$ cat config.mk
export PLATFORM = sky130hd
export DESIGN_NAME = pipeTop
export DESIGN_NICKNAME = d
export VERILOG_FILES = /design/src/hdl/pipePkg.sv /design/src/hdl/pipeTop.sv /design/src/hdl/ex2Stage.sv /design/src/hdl/ex1Stage.sv /design/src/hdl/decodeStage.sv /design/src/hdl/regFile.sv /design/src/hdl/fetchStage.sv
export SDC_FILE = /design/constraint.sdc
export NUM_CORES = 1
export LEC_CHECK = 0
export BUFFER_PORTS_ARGS = -buffer_cell sky130_fd_sc_hd__buf_2
export CELL_PAD_IN_SITES_DETAIL_PLACEMENT = 0
export CELL_PAD_IN_SITES_GLOBAL_PLACEMENT = 1
export CORE_MARGIN = 5
export CORE_UTILIZATION = 54
export CTS_CLUSTER_DIAMETER = 200
export DETAILED_ROUTE_END_ITERATION = 16
export GPL_TIMING_DRIVEN = 0
export PLACE_DENSITY = 0.86
export SLEW_MARGIN = 20
export SYNTH_ARGS = -nofsm -noshare
export SYNTH_HDL_FRONTEND = slang
export SYNTH_SLANG_ARGS = --single-unit
$ cat constraint.sdc
create_clock -name CLK -period 3.69 [get_ports CLK]
set_clock_uncertainty 0.2 [all_clocks]
set_input_delay 0.738 -clock CLK [delete_from_list [all_inputs] [get_ports CLK]]
set_output_delay 0.738 -clock CLK [all_outputs]
set_load 0.05 [all_outputs]
$ cat src/hdl/pipePkg.sv
// Widths, opcode layout and stage-register structs shared by the pipeline
// RTL files refer to these by scoped name, for example pipePkg::data_t
package pipePkg;

	// ------------------------------------------------------------------------
	// Widths
	// ------------------------------------------------------------------------
	localparam int DATA_W      = 16;
	localparam int REG_ID_W    = 4;
	localparam int INSTR_W     = 32;
	// The load port can address a 64-word instruction memory
	localparam int IMEM_ADDR_W = 6;

	// One-hot opcode flags in the top nibble, an all-zero word is a NOP
	localparam int OP_MOV_BIT  = 31;
	localparam int OP_SUB3_BIT = 30;
	localparam int OP_ADD4_BIT = 29;
	localparam int OP_ADD1_BIT = 28;

	// Destination register in bits 7..4, source register in bits 3..0
	localparam int RA_LSB = 4;
	localparam int XA_LSB = 0;

	typedef logic [DATA_W-1:0]   data_t;
	typedef logic [REG_ID_W-1:0] regId_t;

	// ------------------------------------------------------------------------
	// Stage-register contents
	// ------------------------------------------------------------------------
	typedef struct packed {
		logic mov;
		logic sub3;
		logic add4;
		logic add1;
	} opCtrl_t;

	// One instruction-memory write, legal only while the pipeline is in reset
	typedef struct packed {
		logic                   we;
		logic [IMEM_ADDR_W-1:0] addr;
		logic [INSTR_W-1:0]     data;
	} imemLoad_t;

	typedef struct packed {
		opCtrl_t ctrl;
		regId_t  ra;
		regId_t  xa;
	} ifIdBus_t;

	// xmEx1/xmEx2 flag a source match one and two instructions ahead
	typedef struct packed {
		opCtrl_t ctrl;
		regId_t  ra;
		data_t   xd;
		logic    xmEx1;
		logic    xmEx2;
	} idEx1Bus_t;

	typedef struct packed {
		opCtrl_t ctrl;
		regId_t  ra;
		data_t   xd;
		logic    xmEx1;
	} ex1Ex2Bus_t;

	// Execute-2 help offered to execute 1 in the same cycle
	typedef struct packed {
		data_t   ex2AdderIn;
		opCtrl_t ex2Ctrl;
	} ex2FwdBus_t;

	// Retiring result: register-file write, forwarding source and top output
	typedef struct packed {
		logic   write;
		regId_t ra;
		data_t  rd;
	} wbBus_t;

endpackage
$ cat src/hdl/pipeTop.sv
// Five-stage MOV/SUB3/ADD4/ADD1 pipeline top level
// Load the program through imemLoad while RSTB is low, watch retirements on wb*
module pipeTop
#(
	parameter int ImemAddrBits = 6
)
(
	input  logic                CLK,
	input  logic                RSTB,
	input  pipePkg::imemLoad_t  imemLoad,
	output logic                wbValid,
	output pipePkg::regId_t     wbReg,
	output pipePkg::data_t      wbData
);

	pipePkg::ifIdBus_t   ifId;
	logic                stall;
	pipePkg::regId_t     xa;
	pipePkg::data_t      xd;
	pipePkg::idEx1Bus_t  idEx1;
	pipePkg::opCtrl_t    ex1Ctrl;
	pipePkg::regId_t     ex1Ra;
	pipePkg::regId_t     ex2Ra;
	pipePkg::ex1Ex2Bus_t ex1Ex2;
	pipePkg::ex2FwdBus_t ex2Fwd;
	pipePkg::wbBus_t     wb;

	// ------------------------------------------------------------------------
	// Stages
	// ------------------------------------------------------------------------
	fetchStage #(
		.ImemAddrBits (ImemAddrBits)
	) fetch0 (
		.CLK      (CLK),
		.RSTB     (RSTB),
		.imemLoad (imemLoad),
		.stall    (stall),
		.ifId     (ifId)
	);

	regFile regFile0 (
		.CLK  (CLK),
		.RSTB (RSTB),
		.xa   (xa),
		.xd   (xd),
		.wb   (wb)
	);

	decodeStage decode0 (
		.CLK     (CLK),
		.RSTB    (RSTB),
		.ifId    (ifId),
		.xd      (xd),
		.ex1Ctrl (ex1Ctrl),
		.ex1Ra   (ex1Ra),
		.ex2Ra   (ex2Ra),
		.xa      (xa),
		.stall   (stall),
		.idEx1   (idEx1)
	);

	ex1Stage ex10 (
		.CLK     (CLK),
		.RSTB    (RSTB),
		.idEx1   (idEx1),
		.ex2Fwd  (ex2Fwd),
		.wb      (wb),
		.ex1Ex2  (ex1Ex2),
		.ex1Ctrl (ex1Ctrl),
		.ex1Ra   (ex1Ra)
	);

	ex2Stage ex20 (
		.CLK    (CLK),
		.RSTB   (RSTB),
		.ex1Ex2 (ex1Ex2),
		.ex2Fwd (ex2Fwd),
		.ex2Ra  (ex2Ra),
		.wb     (wb)
	);

	// Retirement observation, one strobe per non-NOP instruction
	assign wbValid = wb.write;
	assign wbReg   = wb.ra;
	assign wbData  = wb.rd;

endmodule

$ cat src/hdl/ex2Stage.sv
// Execute stage 2: forwarding from write-back and the add-4 datapath
// Holds the execute-2/write-back register and builds the retiring result
module ex2Stage
(
	input  logic                 CLK,
	input  logic                 RSTB,
	input  pipePkg::ex1Ex2Bus_t  ex1Ex2,
	output pipePkg::ex2FwdBus_t  ex2Fwd,
	output pipePkg::regId_t      ex2Ra,
	output pipePkg::wbBus_t      wb
);

	logic            fwd2;
	logic            skip2;
	pipePkg::data_t  adderIn;
	pipePkg::data_t  adderOut;
	logic            writeQ;
	pipePkg::regId_t raQ;
	logic            skipQ;
	pipePkg::data_t  adderInQ;
	pipePkg::data_t  adderOutQ;

	// ------------------------------------------------------------------------
	// Forwarding and add-4
	// ------------------------------------------------------------------------
	// ADD4 and MOV were allowed past decode with a stale operand when the
	// Producer one ahead was still adding, that producer is now in write-back
	assign fwd2    = ex1Ex2.xmEx1 && (ex1Ex2.ctrl.add4 || ex1Ex2.ctrl.mov) && wb.write;
	assign adderIn = fwd2 ? wb.rd : ex1Ex2.xd;

	assign adderOut = adderIn + pipePkg::data_t'(4);

	// Only ADD4 and ADD1 take the adder output
	assign skip2 = !(ex1Ex2.ctrl.add4 || ex1Ex2.ctrl.add1);

	// A MOV or SUB3 here can serve execute 1 with the forwarded adder input
	assign ex2Fwd = '{ex2AdderIn: adderIn, ex2Ctrl: ex1Ex2.ctrl};
	assign ex2Ra  = ex1Ex2.ra;

	// ------------------------------------------------------------------------
	// Execute-2/write-back register
	// ------------------------------------------------------------------------
	always_ff @(posedge CLK or negedge RSTB)
	begin
		if (!RSTB)
		begin
			writeQ <= 1'b0;
			raQ    <= '0;
			skipQ  <= 1'b0;
		end
		else
		begin
			// Any non-NOP op retires a register write
			writeQ <= |ex1Ex2.ctrl;
			raQ    <= ex1Ex2.ra;
			skipQ  <= skip2;
		end
	end

	// Both adder sides are kept, the select mux sits in write-back
	always_ff @(posedge CLK)
	begin
		adderInQ  <= adderIn;
		adderOutQ <= adderOut;
	end

	// Result mux in write-back
	assign wb = '{write: writeQ, ra: raQ, rd: skipQ ? adderInQ : adderOutQ};

endmodule

$ cat src/hdl/ex1Stage.sv
// Execute stage 1: operand forwarding and the subtract-3 datapath
// Holds the execute-1/execute-2 register
module ex1Stage
(
	input  logic                 CLK,
	input  logic                 RSTB,
	input  pipePkg::idEx1Bus_t   idEx1,
	input  pipePkg::ex2FwdBus_t  ex2Fwd,
	input  pipePkg::wbBus_t      wb,
	output pipePkg::ex1Ex2Bus_t  ex1Ex2,
	output pipePkg::opCtrl_t     ex1Ctrl,
	output pipePkg::regId_t      ex1Ra
);

	logic             prioSel;
	logic             fwd1;
	logic             skip1;
	pipePkg::data_t   prioXd;
	pipePkg::data_t   adderIn;
	pipePkg::data_t   adderOut;
	pipePkg::data_t   stageOut;
	pipePkg::opCtrl_t ctrlQ;
	pipePkg::regId_t  raQ;
	logic             xmEx1Q;
	pipePkg::data_t   xdQ;

	// Decode uses these for its hazard check against this stage
	assign ex1Ctrl = idEx1.ctrl;
	assign ex1Ra   = idEx1.ra;

	// ------------------------------------------------------------------------
	// Forwarding and subtract-3
	// ------------------------------------------------------------------------
	always_comb
	begin
		// Nearest producer wins, but only SUB3 and MOV are finished in execute 2
		prioSel = idEx1.xmEx1 && (ex2Fwd.ex2Ctrl.sub3 || ex2Fwd.ex2Ctrl.mov);
		fwd1    = prioSel || (idEx1.xmEx2 && wb.write);
		// Execute 2's adder input already carries its own write-back forward
		prioXd  = prioSel ? ex2Fwd.ex2AdderIn : wb.rd;
		adderIn = fwd1 ? prioXd : idEx1.xd;

		adderOut = adderIn - pipePkg::data_t'(3);

		// MOV and ADD4 pass the operand through unchanged
		skip1    = !(idEx1.ctrl.sub3 || idEx1.ctrl.add1);
		stageOut = skip1 ? adderIn : adderOut;
	end

	// ------------------------------------------------------------------------
	// Execute-1/execute-2 register
	// ------------------------------------------------------------------------
	always_ff @(posedge CLK or negedge RSTB)
	begin
		if (!RSTB)
		begin
			ctrlQ  <= '0;
			raQ    <= '0;
			xmEx1Q <= 1'b0;
		end
		else
		begin
			ctrlQ  <= idEx1.ctrl;
			raQ    <= idEx1.ra;
			xmEx1Q <= idEx1.xmEx1;
		end
	end

	always_ff @(posedge CLK)
	begin
		xdQ <= stageOut;
	end

	assign ex1Ex2 = '{ctrl: ctrlQ, ra: raQ, xd: xdQ, xmEx1: xmEx1Q};

	// Memory words and bubbles must reach here with one-hot or empty flags
	oneHotOpcode: assert property (@(posedge CLK) disable iff (!RSTB)
		$onehot0(idEx1.ctrl))
		else $error("More than one opcode flag set in execute 1");

endmodule

$ cat src/hdl/decodeStage.sv
// Decode stage: source read, compare station and stall detection
// Holds the decode/execute-1 register and puts a bubble into it on a stall
module decodeStage
(
	input  logic                CLK,
	input  logic                RSTB,
	input  pipePkg::ifIdBus_t   ifId,
	input  pipePkg::data_t      xd,
	input  pipePkg::opCtrl_t    ex1Ctrl,
	input  pipePkg::regId_t     ex1Ra,
	input  pipePkg::regId_t     ex2Ra,
	output pipePkg::regId_t     xa,
	output logic                stall,
	output pipePkg::idEx1Bus_t  idEx1
);

	logic             xmEx1;
	logic             xmEx2;
	logic             needEarly;
	logic             lateResult;
	pipePkg::opCtrl_t ctrlQ;
	pipePkg::regId_t  raQ;
	logic             xmEx1Q;
	logic             xmEx2Q;
	pipePkg::data_t   xdQ;

	// Source register goes to the register file read port
	assign xa = ifId.xa;

	// ------------------------------------------------------------------------
	// Compare station
	// ------------------------------------------------------------------------
	// Matches are not qualified by the producer op here; every consumer of
	// These flags checks the producer's own control bits later
	assign xmEx1 = (ifId.xa == ex1Ra);
	assign xmEx2 = (ifId.xa == ex2Ra);

	// SUB3 and ADD1 need their operand at the start of execute 1
	assign needEarly = ifId.ctrl.sub3 || ifId.ctrl.add1;

	// ADD4 and ADD1 only have their result at the end of execute 2
	assign lateResult = ex1Ctrl.add4 || ex1Ctrl.add1;

	// Only case forwarding cannot cover, so wait one cycle
	assign stall = xmEx1 && needEarly && lateResult;

	// ------------------------------------------------------------------------
	// Decode/execute-1 register
	// ------------------------------------------------------------------------
	// On a stall the flags are cleared, the rest of the word is don't-care
	always_ff @(posedge CLK or negedge RSTB)
	begin
		if (!RSTB)
		begin
			ctrlQ  <= '0;
			raQ    <= '0;
			xmEx1Q <= 1'b0;
			xmEx2Q <= 1'b0;
		end
		else
		begin
			ctrlQ  <= stall ? '0 : ifId.ctrl;
			raQ    <= ifId.ra;
			xmEx1Q <= xmEx1;
			xmEx2Q <= xmEx2;
		end
	end

	// Source operand value
	always_ff @(posedge CLK)
	begin
		xdQ <= xd;
	end

	assign idEx1 = '{ctrl: ctrlQ, ra: raQ, xd: xdQ, xmEx1: xmEx1Q, xmEx2: xmEx2Q};

	// The bubble removes the late producer from execute 1, so a stall
	// Can never be requested again for the same instruction
	singleCycleStall: assert property (@(posedge CLK) disable iff (!RSTB)
		stall |=> !stall)
		else $error("Stall held for two consecutive cycles");

endmodule

$ cat src/hdl/regFile.sv
// Sixteen-entry data register file, cleared on reset
// One write port from write-back; the read port sees a same-cycle write
module regFile
(
	input  logic             CLK,
	input  logic             RSTB,
	input  pipePkg::regId_t  xa,
	output pipePkg::data_t   xd,
	input  pipePkg::wbBus_t  wb
);

	localparam int NumRegs = 2 ** pipePkg::REG_ID_W;

	pipePkg::data_t regs [NumRegs];

	// ------------------------------------------------------------------------
	// Write port
	// ------------------------------------------------------------------------
	// All registers start at zero so an untouched register reads a defined value
	always_ff @(posedge CLK or negedge RSTB)
	begin
		if (!RSTB)
		begin
			for (int i = 0; i < NumRegs; i++)
				regs[i] <= '0;
		end
		else if (wb.write)
		begin
			regs[wb.ra] <= wb.rd;
		end
	end

	// ------------------------------------------------------------------------
	// Read port with bypass
	// ------------------------------------------------------------------------
	// An instruction three behind its producer reads in decode while the
	// Producer is in write-back, so the retiring value is passed straight over
	always_comb
	begin
		if (wb.write && (wb.ra == xa))
			xd = wb.rd;
		else
			xd = regs[xa];
	end

endmodule

$ cat src/hdl/fetchStage.sv
// Fetch stage with the program counter and the instruction memory
// The memory is filled through imemLoad during reset, then read at the PC
module fetchStage
#(
	parameter int ImemAddrBits = 6
)
(
	input  logic                CLK,
	input  logic                RSTB,
	input  pipePkg::imemLoad_t  imemLoad,
	input  logic                stall,
	output pipePkg::ifIdBus_t   ifId
);

	localparam int ImemDepth = 2 ** ImemAddrBits;

	logic [pipePkg::INSTR_W-1:0] imem [ImemDepth];
	logic [ImemAddrBits-1:0]     pc;
	logic [ImemAddrBits-1:0]     loadAddr;
	logic [pipePkg::INSTR_W-1:0] instr;
	pipePkg::ifIdBus_t           ifIdNext;

	// ------------------------------------------------------------------------
	// Instruction memory
	// ------------------------------------------------------------------------
	// Load address is resized to the memory depth
	assign loadAddr = ImemAddrBits'(imemLoad.addr);

	always_ff @(posedge CLK)
	begin
		if (imemLoad.we)
			imem[loadAddr] <= imemLoad.data;
	end

	// Asynchronous read at the current PC
	assign instr = imem[pc];

	// Split the word into opcode flags and register fields
	always_comb
	begin
		ifIdNext.ctrl.mov  = instr[pipePkg::OP_MOV_BIT];
		ifIdNext.ctrl.sub3 = instr[pipePkg::OP_SUB3_BIT];
		ifIdNext.ctrl.add4 = instr[pipePkg::OP_ADD4_BIT];
		ifIdNext.ctrl.add1 = instr[pipePkg::OP_ADD1_BIT];
		ifIdNext.ra        = instr[pipePkg::RA_LSB +: pipePkg::REG_ID_W];
		ifIdNext.xa        = instr[pipePkg::XA_LSB +: pipePkg::REG_ID_W];
	end

	// ------------------------------------------------------------------------
	// PC and fetch/decode register
	// ------------------------------------------------------------------------
	// Both hold while decode stalls, the PC wraps so the program repeats
	always_ff @(posedge CLK or negedge RSTB)
	begin
		if (!RSTB)
		begin
			pc   <= '0;
			ifId <= '0;
		end
		else if (!stall)
		begin
			pc   <= pc + 1'b1;
			ifId <= ifIdNext;
		end
	end

	// A stalled instruction must still be in decode on the next cycle
	pcHoldOnStall: assert property (@(posedge CLK) disable iff (!RSTB)
		stall |=> ($stable(pc) && $stable(ifId)))
		else $error("PC or fetch/decode register moved during a stall");

	// Loading the program is only allowed while the pipeline is held in reset
	loadOnlyInReset: assert property (@(posedge CLK) imemLoad.we |-> !RSTB)
		else $error("Instruction memory written outside reset");

endmodule

==> results of run 1 <==
through the flow:
step	util, %	std cells
floorplan	-	2625
detailed placement	56.3	3747
CTS	60.7	3944
finish	60.7	3944
global placement	56.0	3743
global route	60.7	3944
metal layers:
metal  global-route usage, %  vias up  wire, um
met5                       0        -         0
met4                    10.3        0      5390
met3                    6.71      316     13200
met2                    41.8     1686     56500
met1                    36.2    13171     43000
li1                        -    10442         -
cells in the final DEF (no fill, tap or decap), drive strengths merged, types with 38 or more instances in the layout:
master  Yosys  final
dfxtp      62     62
mux4      282    282
a22oi      38     38
nand2     152    152
mux2i      88     88
buf        78    115
edfxtp    768    768
o21ai     112    112
dfrtp     299    299
nor2      235    235
clkinv      0     46
clkbuf    100    241
mux2       39     39
a21oi     149    149
final cells by class:
type                    instances  area (um^2)  area share [%]
plain buffers                 177          881            1.74
clock buffers                 138         2940            5.82
clock inverters                59          624            1.24
inverters                      21         78.8           0.156
multi-input cells            1297        12500            24.8
flip-flops and latches       1129        31800            62.9
well taps                    1080         1350            2.68
repair buffers                 43          314           0.622
repair_timing:
item / 4_1_cts / 5_1_grt
setup endpoints to repair: 11 / 8
hold endpoints to repair: 92 / 0
hold buffers: 1 / 0
gates resized for setup: 10 / 7
power groups by stage:
stage               clock (mW)  sequential [mW]  combinational (mW)
floorplan                    0             16.6                10.8
global placement             0             16.9                15.8
detailed placement           0             17.0                16.2
CTS                       11.2             16.8                16.3
global route              11.8             17.0                17.4
finish                    11.1             16.9                16.6
worst paths after layout:
kind / end / cells past startpoint
max in group asynchronous: regFile0.regs[138] / 4
min reg2reg: ex10.ex1Ex2[24] / 0
min in group asynchronous: regFile0.regs[240] / 2
max reg2reg: fetch0.ifId[3] / 9
max: fetch0.ifId[3] / 9
min: ex10.ex1Ex2[24] / 0
worst register-to-register path, stage by stage, from the launching register on:
cell,delay (ps)
dfrtp_1,350
buf_2,260
buf_4,290
buf_4,290
clkbuf_2,470
buf_4,410
mux2i_1,540
a22oi_1,190
a32oi_1,460
nand2_1,150
registers in the layout, indices dropped and copies added, names as in the netlist:
name            cells
decode0.idEx1       4
fetch0.imem       768
regFile0.regs     256
ex20.adderOutQ     16
ex20.adderInQ      14
decode0.xmEx2Q      1
decode0.xmEx1Q      1
decode0.xdQ        16
ex10.ex1Ex2         4
fetch0.ifId        12
ex20.raQ            4
fetch0.pc           6
ex10.raQ            4
ex20.writeQ         1
ex10.xdQ           16
ex10.xmEx1Q         1
decode0.raQ         4
ex20.skipQ          1
cell families (layout without fill, tap and decap cells):
family	count (synthesis)	after routing	share of synthesized area [%]
flip-flops	1129	1129	70.6
AND/OR/NAND/NOR	500	500	4.85
multiplexers	409	409	17.1
AO/OA/AOI/OAI	340	340	4.48
buffers and inverters	199	438	2.08
XOR/XNOR	46	46	0.895
adder cells (fa/ha/maj)	2	2	0.0556
==> impl_metrics.toml, run 1 <==
[power_and_ir_drop]
combPwrFrac_pct = 37.1
clkPwrFrac_pct = 25.0
internal_power_mw = 28.5
power.density_nw_per_um2 = 882
switching_share_pct = 36.1
p_total_mw = 44.6
peakVddDrop_uv = 630
seqPwrFrac_pct = 37.9
power.leakage_nw = 17.5
switchingPower_mw = 16.1

[clock_network]
root_buffer = "clkbuf_16"
h-tree-depth = 3
postCtsSetupBuffers = 0
cts_buffers = 109
tritoncts = "built"
cts_num_sinks = 1129
clk_pin_slew_worst_paths_ps = 60
cts.path.max_buffers = 3
clk_latency_ps = 700

[final_layout]
final_nets = 2821
nFillCells = 5830
n_antenna_cell = 0
finalInstanceArea_um2 = 50500
area_growth_pct = 12.1
drive_above_1_share_pct = 23.9

[logic_synthesis]
synth_warnings = 0
syn_area_um2 = 45000
synth_area_leader_cell = "edfxtp_1"
synthFlopType = "edfxtp_1"
ys_seq_area_share_pct = 70.6
synth_top_area_share_pct = 51.2
synthArstFlopShare_pct = 26.5
synthTopCellsByArea = "edfxtp_1 51%, dfrtp_1 17%, mux4_2 14%"
synth.distinct_cells = 64
avgSynthCellArea_um2 = 17.2
yosysMostFrequentCell = "edfxtp_1"
syn-instance-count = 2625
synth_edf_count = 768
synthTopCellsByCount = "768 x edfxtp_1, 299 x dfrtp_1, 282 x mux4_2, 235 x nor2_1, 152 x nand2_1"
synth_nets = 2668
synth_seq_cells = 1129

[outcome]
violations = "negative setup slack"
outcome = "finished, violations left"

[sta]
period_minus_slack_ps = 3750
slew_violations = 0
final.setup.tns_ps = -61.3
hold_violations = 0
fmax_mhz = 267
timing.final.ws_setup_ps = -61.3
rsz0062_at_grt = "true"
hold_slack_ps = 157
finalCritPeriodShare_pct = 102
max_slew_margin_pct = 22.4
finalSetupViolCount = 1
worst_pin_slew_ps = 1160

[routing]
wl_mm = 118
antenna_left = 0
dr.pass1.iters = 6
wl_per_cell_um = 29.9
via_per_inst = 6.49
dr.first_iter.drc_count = 3112
drc = 0
vias = 25615

[critical_path]
reg2reg_slack_ps = -60
cp_top_family = "buffers and inverters"
worstSetupStartpoint = "fetch0.pc[1]"
crit_required_ps = 4020
worst-path-buf-inv = 5
critPathKind = "reg -> reg"
worstPathCellList = "buf_2, buf_4, buf_4, clkbuf_2, buf_4, mux2i_1, a22oi_1, a32oi_1, nand2_1"
crit_top_cell = "buf_4"
reg2reg_from = "fetch0.pc[1]"
worstSetupEndpointType = "register"
startpoint_type = "register"
slowest_stage = "mux2i_1"
cp_slowest_stage_delay_ps = 530
arrival_ps = 4080
critPathMaxFanout = 10

[placement]
placedInstanceArea_um2 = 46900
place_ws_ps = -304
portBuffers = 38
place.detailed.hpwl_mm = 76.3
gp_congestion = 0.926

[grt]
grt_pass1_vias = 26287
antenna_found_initial = 0
grt_max_degree = 108
grt_use_total_pct = 26.5
grt_pass1_wl_mm = 175
overflow = 0

[floorplan]
die_w_um = 299
rows = 106
die_area_um2 = 89300
start_util_pct = 54.2
ioPinCount = 62
die_h_um = 299
core-area_um2 = 83200

[min_path]
min_from = "decode0.idEx1[25]"
hold_path_class = "reg -> reg"

[flow_run]
maxCapViolations = 0
Note: power is estimated with default switching activity, not from simulation.
==> run 2, diff against run 1 <==
- CORE_MARGIN: 5 -> 2
==> run 2 against run 1 <==
  * The run still ends with negative setup slack left
  * Global-route usage increased by 1.9 points
  * Via count increased by 1.5%
  * Combinational power about the same
  * Sequential share of layout area decreased by 0.18 points
  * Register-to-register slack improved by 30 ps
  * Critical path type unchanged
  * Critical endpoint unchanged
  * Largest cell class unchanged
==> impl_metrics.toml, run 2 (same netlist as run 1, synthesis figures left out) <==
[critical_path]
reg2reg_depth = 9
worstSetupEndpointType = "register"
arrival_ps = 4080
reg2reg_slack_ps = -30
critPathMaxFanout = 10
critPathKind = "reg -> reg"
crit_required_ps = 4050
startpoint_type = "register"

[clock_network]
clk_pin_slew_worst_paths_ps = 60
tritoncts = "built"
clk_latency_ps = 690
postCtsSetupBuffers = 0
cts_num_sinks = 1129
root_buffer = "clkbuf_16"
h-tree-depth = 3
cts_buffers = 106
cts.path.max_buffers = 3

[outcome]
outcome = "finished, violations left"
violations = "negative setup slack"

[routing]
via_per_inst = 6.59
dr.pass1.iters = 6
antenna_left = 0
wl_per_cell_um = 30.5
drc = 0
wl_mm = 120
dr.first_iter.drc_count = 3561
vias = 26011

[grt]
grt_pass1_wl_mm = 176
grt_pass1_vias = 26222
overflow = 0
grt_max_degree = 101
grt_use_total_pct = 28.4
antenna_found_initial = 0

[final_layout]
nFillCells = 5722
reg_top3 = "fetch0.imem x768, regFile0.regs x256"
final_common_cell = "edfxtp_1"
regMostFlops = "fetch0.imem"
final_nets = 2825
area_growth_pct = 12.5
mostFrequentLayoutCells = "768 x edfxtp_1, 299 x dfrtp_1, 282 x mux4_2"
n_antenna_cell = 0
drive_above_1_share_pct = 24.2
fin_util_pct = 61.5
largest_register_ffs = 768

[floorplan]
start_util_pct = 54.7
die_h_um = 293
core-area_um2 = 82400
ioPinCount = 62
die_area_um2 = 85700
rows = 105
die_w_um = 293

[sta]
finalSetupViolCount = 2
worst_pin_slew_ps = 1260
hold_slack_ps = 196
fmax_mhz = 269
finalCritPeriodShare_pct = 101
period_minus_slack_ps = 3720
hold_violations = 0
rsz0062_at_grt = "false"
timing.final.ws_setup_ps = -31.0
max_slew_margin_pct = 16.0
slew_violations = 0

[min_path]
hold_path_class = "reg -> reg"
hold_depth = 0

[power_and_ir_drop]
p_total_mw = 44.7
peakVddDrop_uv = 574
power.leakage_nw = 17.6
power.density_nw_per_um2 = 883

[flow_run]
maxCapViolations = 0

[placement]
place.detailed.hpwl_mm = 77.1
portBuffers = 38
gp_congestion = 0.896
run 2: repair_timing:
action	CTS	global route
pin swaps	0	0
hold buffers	1	0
hold endpoints to repair	27	0
gates resized for setup	7	11
endpoints found under the setup margin	9	5
gates cloned	0	0
run 2: where the power goes:
| group | switching (mW) | internal (mW) |
|---|---|---|
| Sequential | 1.24 | 15.6 |
| Combinational | 10.0 | 6.52 |
| Clock | 4.81 | 6.50 |
| Total | 16.1 | 28.6 |
run 2: layout make-up:
cell class | instances | area, um^2 | share of cell area, %
buffer | 177 | 867 | 1.71
sequential | 1129 | 31800 | 62.8
multi-input combinational | 1297 | 12500 | 24.8
timing repair buffer | 50 | 428 | 0.845
clock inverter | 59 | 684 | 1.35
clock buffer | 143 | 2920 | 5.77
tap | 1070 | 1340 | 2.64
inverter | 21 | 78.8 | 0.156
run 2: worst paths after layout:
| check | startpoint | end |
|---|---|---|
| setup / recovery | fetch0.pc[1] | fetch0.ifId[3] |
| hold / removal | decode0.raQ[1] | ex10.raQ[1] |
| setup reg to reg | fetch0.pc[1] | fetch0.ifId[3] |
| hold reg to reg | decode0.raQ[1] | ex10.raQ[1] |
| max in group asynchronous | RSTB | ex10.ex1Ex2[24] |
| min in group asynchronous | RSTB | regFile0.regs[162] |
run 2: through the flow:
| step | setup TNS [ps] | setup WS [ps] | cell area [um^2] | std cells |
|---|---|---|---|---|
| after floorplan | 0 | 864 | 45000 | 2625 |
| after detailed placement | -302 | -175 | 46900 | 3744 |
| after global routing | 0 | 4.92 | 50600 | 3946 |
| after global placement | -1046990 | -3530 | 46600 | 3733 |
| after CTS | 0 | 2.56 | 50600 | 3946 |
| final | -39.3 | -31.0 | 50600 | 3946 |
run 2: routing by layer:
layer / track usage [%] / part of all wire, %
met4: 12.9 / 5.1
met5: 0 / 0
met1: 38.1 / 36
met2: 45.6 / 48
met3: 5.55 / 10
run 2: critical path, stage by stage, from the launching register on:
cell and delay (ps):
dfrtp_1 430, buf_2 260, buf_4 270, buf_2 420, buf_4 380, buf_2 460, mux2i_1 510, a22oi_1 200
nand3_1 280, nand2_1 120
==> run 3, diff against run 2 <==
--- a/config.mk
+++ b/config.mk
@@ -12,4 +12,5 @@
 export CORE_UTILIZATION = 54
 export CTS_CLUSTER_DIAMETER = 200
+export CTS_CLUSTER_SIZE = 10
 export DETAILED_ROUTE_END_ITERATION = 16
 export GPL_TIMING_DRIVEN = 0
==> constraint.sdc (replaced) <==
create_clock -name CLK -period 3.69 [get_ports CLK]
set_clock_uncertainty 0.2 [all_clocks]
set_input_delay 0.5535 -clock CLK [delete_from_list [all_inputs] [get_ports CLK]]
set_output_delay 0.5535 -clock CLK [all_outputs]
set_load 0.05 [all_outputs]
==> run 3 against run 2 <==
  * The run still ends with negative setup slack left
  * Via count is 0.57% higher
  * Total power is 0.61% higher
  * Clock-buffer cell count increased by 23
  * Core utilization about the same
  * Register-to-register slack got worse by 30 ps
  * Flip-flop and latch count is the same
  * Wire length grew 1.2%
  * Final cell count is 0.58% lower
  * First-iteration DRC count increased by 6.2%
  * Critical path depth unchanged
  * Maximum frequency is 0.90% lower
==> impl_metrics.toml, run 3 (same netlist as run 1, synthesis figures left out) <==
[sta]
rsz0062_at_grt = "false"
slew_violations = 0
finalCritPeriodShare_pct = 102
final.setup.tns_ps = -148
hold_violations = 0
timing.final.ws_setup_ps = -64.7
fmax_mhz = 266
period_minus_slack_ps = 3750
finalSetupViolCount = 4
max_slew_margin_pct = 14.8
worst_pin_slew_ps = 1280

[routing]
drc = 0
antenna_left = 0
wl_per_cell_um = 31.1
via_per_inst = 6.67
dr.first_iter.drc_count = 3782
dr.pass1.iters = 6
vias = 26160
wl_mm = 122

[final_layout]
regMostFlops = "fetch0.imem"
regArea_um2 = 31800
finalInstanceArea_um2 = 50700
final_nets = 2849
nFillCells = 5687
n_antenna_cell = 0
reg_top3 = "fetch0.imem x768, regFile0.regs x256"
final_common_cell = "edfxtp_1"
largest_register_ffs = 768
mostFrequentLayoutCells = "768 x edfxtp_1, 299 x dfrtp_1, 282 x mux4_2"
multiInputGateArea_um2 = 12500
area_growth_pct = 12.5
drive_above_1_share_pct = 23.7

[grt]
grt_pass1_wl_mm = 179
overflow = 0
grt_max_degree = 101
antenna_found_initial = 2
grt_pass1_vias = 26746
grt_use_total_pct = 29.0

[placement]
gp_congestion = 0.896
portBuffers = 38
place.detailed.hpwl_mm = 77.1
place_ws_ps = -175
placedInstanceArea_um2 = 46900

[clock_network]
root_buffer = "clkbuf_16"
cts_num_sinks = 1129
postCtsSetupBuffers = 0
tritoncts = "built"
clk_pin_slew_worst_paths_ps = 60
cts.path.max_buffers = 3
cts_buffers = 130
h-tree-depth = 4
clk_latency_ps = 730

[critical_path]
arrival_ps = 4160
startpoint_type = "register"
critPathMaxFanout = 10
worstSetupEndpointType = "register"
crit_required_ps = 4090
critPathKind = "reg -> reg"

[floorplan]
start_util_pct = 54.7
core-area_um2 = 82400
rows = 105
die_area_um2 = 85700
die_w_um = 293
ioPinCount = 62
die_h_um = 293

[outcome]
outcome = "finished, violations left"
violations = "negative setup slack"

[min_path]
hold_path_class = "in -> async"

[power_and_ir_drop]
power.leakage_nw = 17.6
peakVddDrop_uv = 599
power.density_nw_per_um2 = 888

[flow_run]
maxCapViolations = 0
-- run 3: worst max-delay path, cell delays in order, from the launching register on --
cell and delay [ps]:
dfrtp_1 420, buf_2 250, buf_4 280, buf_2 410
buf_4 390, buf_2 470, mux2i_1 530, a22oi_1 200
nand3_1 300, nand2_1 110
-- run 3: power breakdown --
group          internal, mW  total (mW)  switching, mW
combinational          6.49        16.6           10.1
sequential             15.6        16.9           1.23
clock                  6.54        11.5           5.00
total                  28.6        45.0           16.3
-- run 3: per-layer routing --
layer	global-route usage [%]	part of all wire [%]	vias up
li1	-	-	10459
met1	38.4	36	13522
met2	46.2	49	1837
met3	6.65	11	338
met4	13.4	4.6	4
met5	0	0.019	-
-- run 3: path summary, 6_finish.rpt --
path                                    from                  to  slack (ps)  cells after the start
setup / recovery                fetch0.pc[1]      fetch0.ifId[2]         -60                      9
hold / removal                          RSTB  regFile0.regs[163]          60                      2
setup reg to reg                fetch0.pc[1]      fetch0.ifId[2]         -60                      9
hold reg to reg            decode0.idEx1[25]     ex10.ex1Ex2[24]         180                      0
max in group asynchronous               RSTB     ex10.ex1Ex2[24]        2010                      4
min in group CLK                 imemLoad[4]  fetch0.imem[60][4]         180                      1
-- run 3: per-stage QoR --
step	power, mW	cells	utilization (%)	hold WS (ps)
after floorplan	27.4	2625	-	57.9
after global placement	32.6	3733	56.5	142
after detailed placement	33.2	3744	57.0	165
after global routing	46.4	3923	61.5	76.9
final	45.0	3923	61.5	61.8
after CTS	44.7	3923	61.4	49.5
-- run 3: repair_timing --
action                     in CTS  in global routing
hold buffers                    1                  0
cloned                          0                  0
hold endpoints to repair      125                  0
setup endpoints to repair       7                  1
resized for setup               6                  3
-- run 3: final cells by class --
type                       count  area share (%)
inverter                      21           0.156
clock buffer                 166            6.77
clock inverter                13           0.437
multi-input combinational   1297            24.7
buffer                       177            1.70
timing repair buffer          50           0.845
sequential                  1129            62.8
tap                         1070            2.64
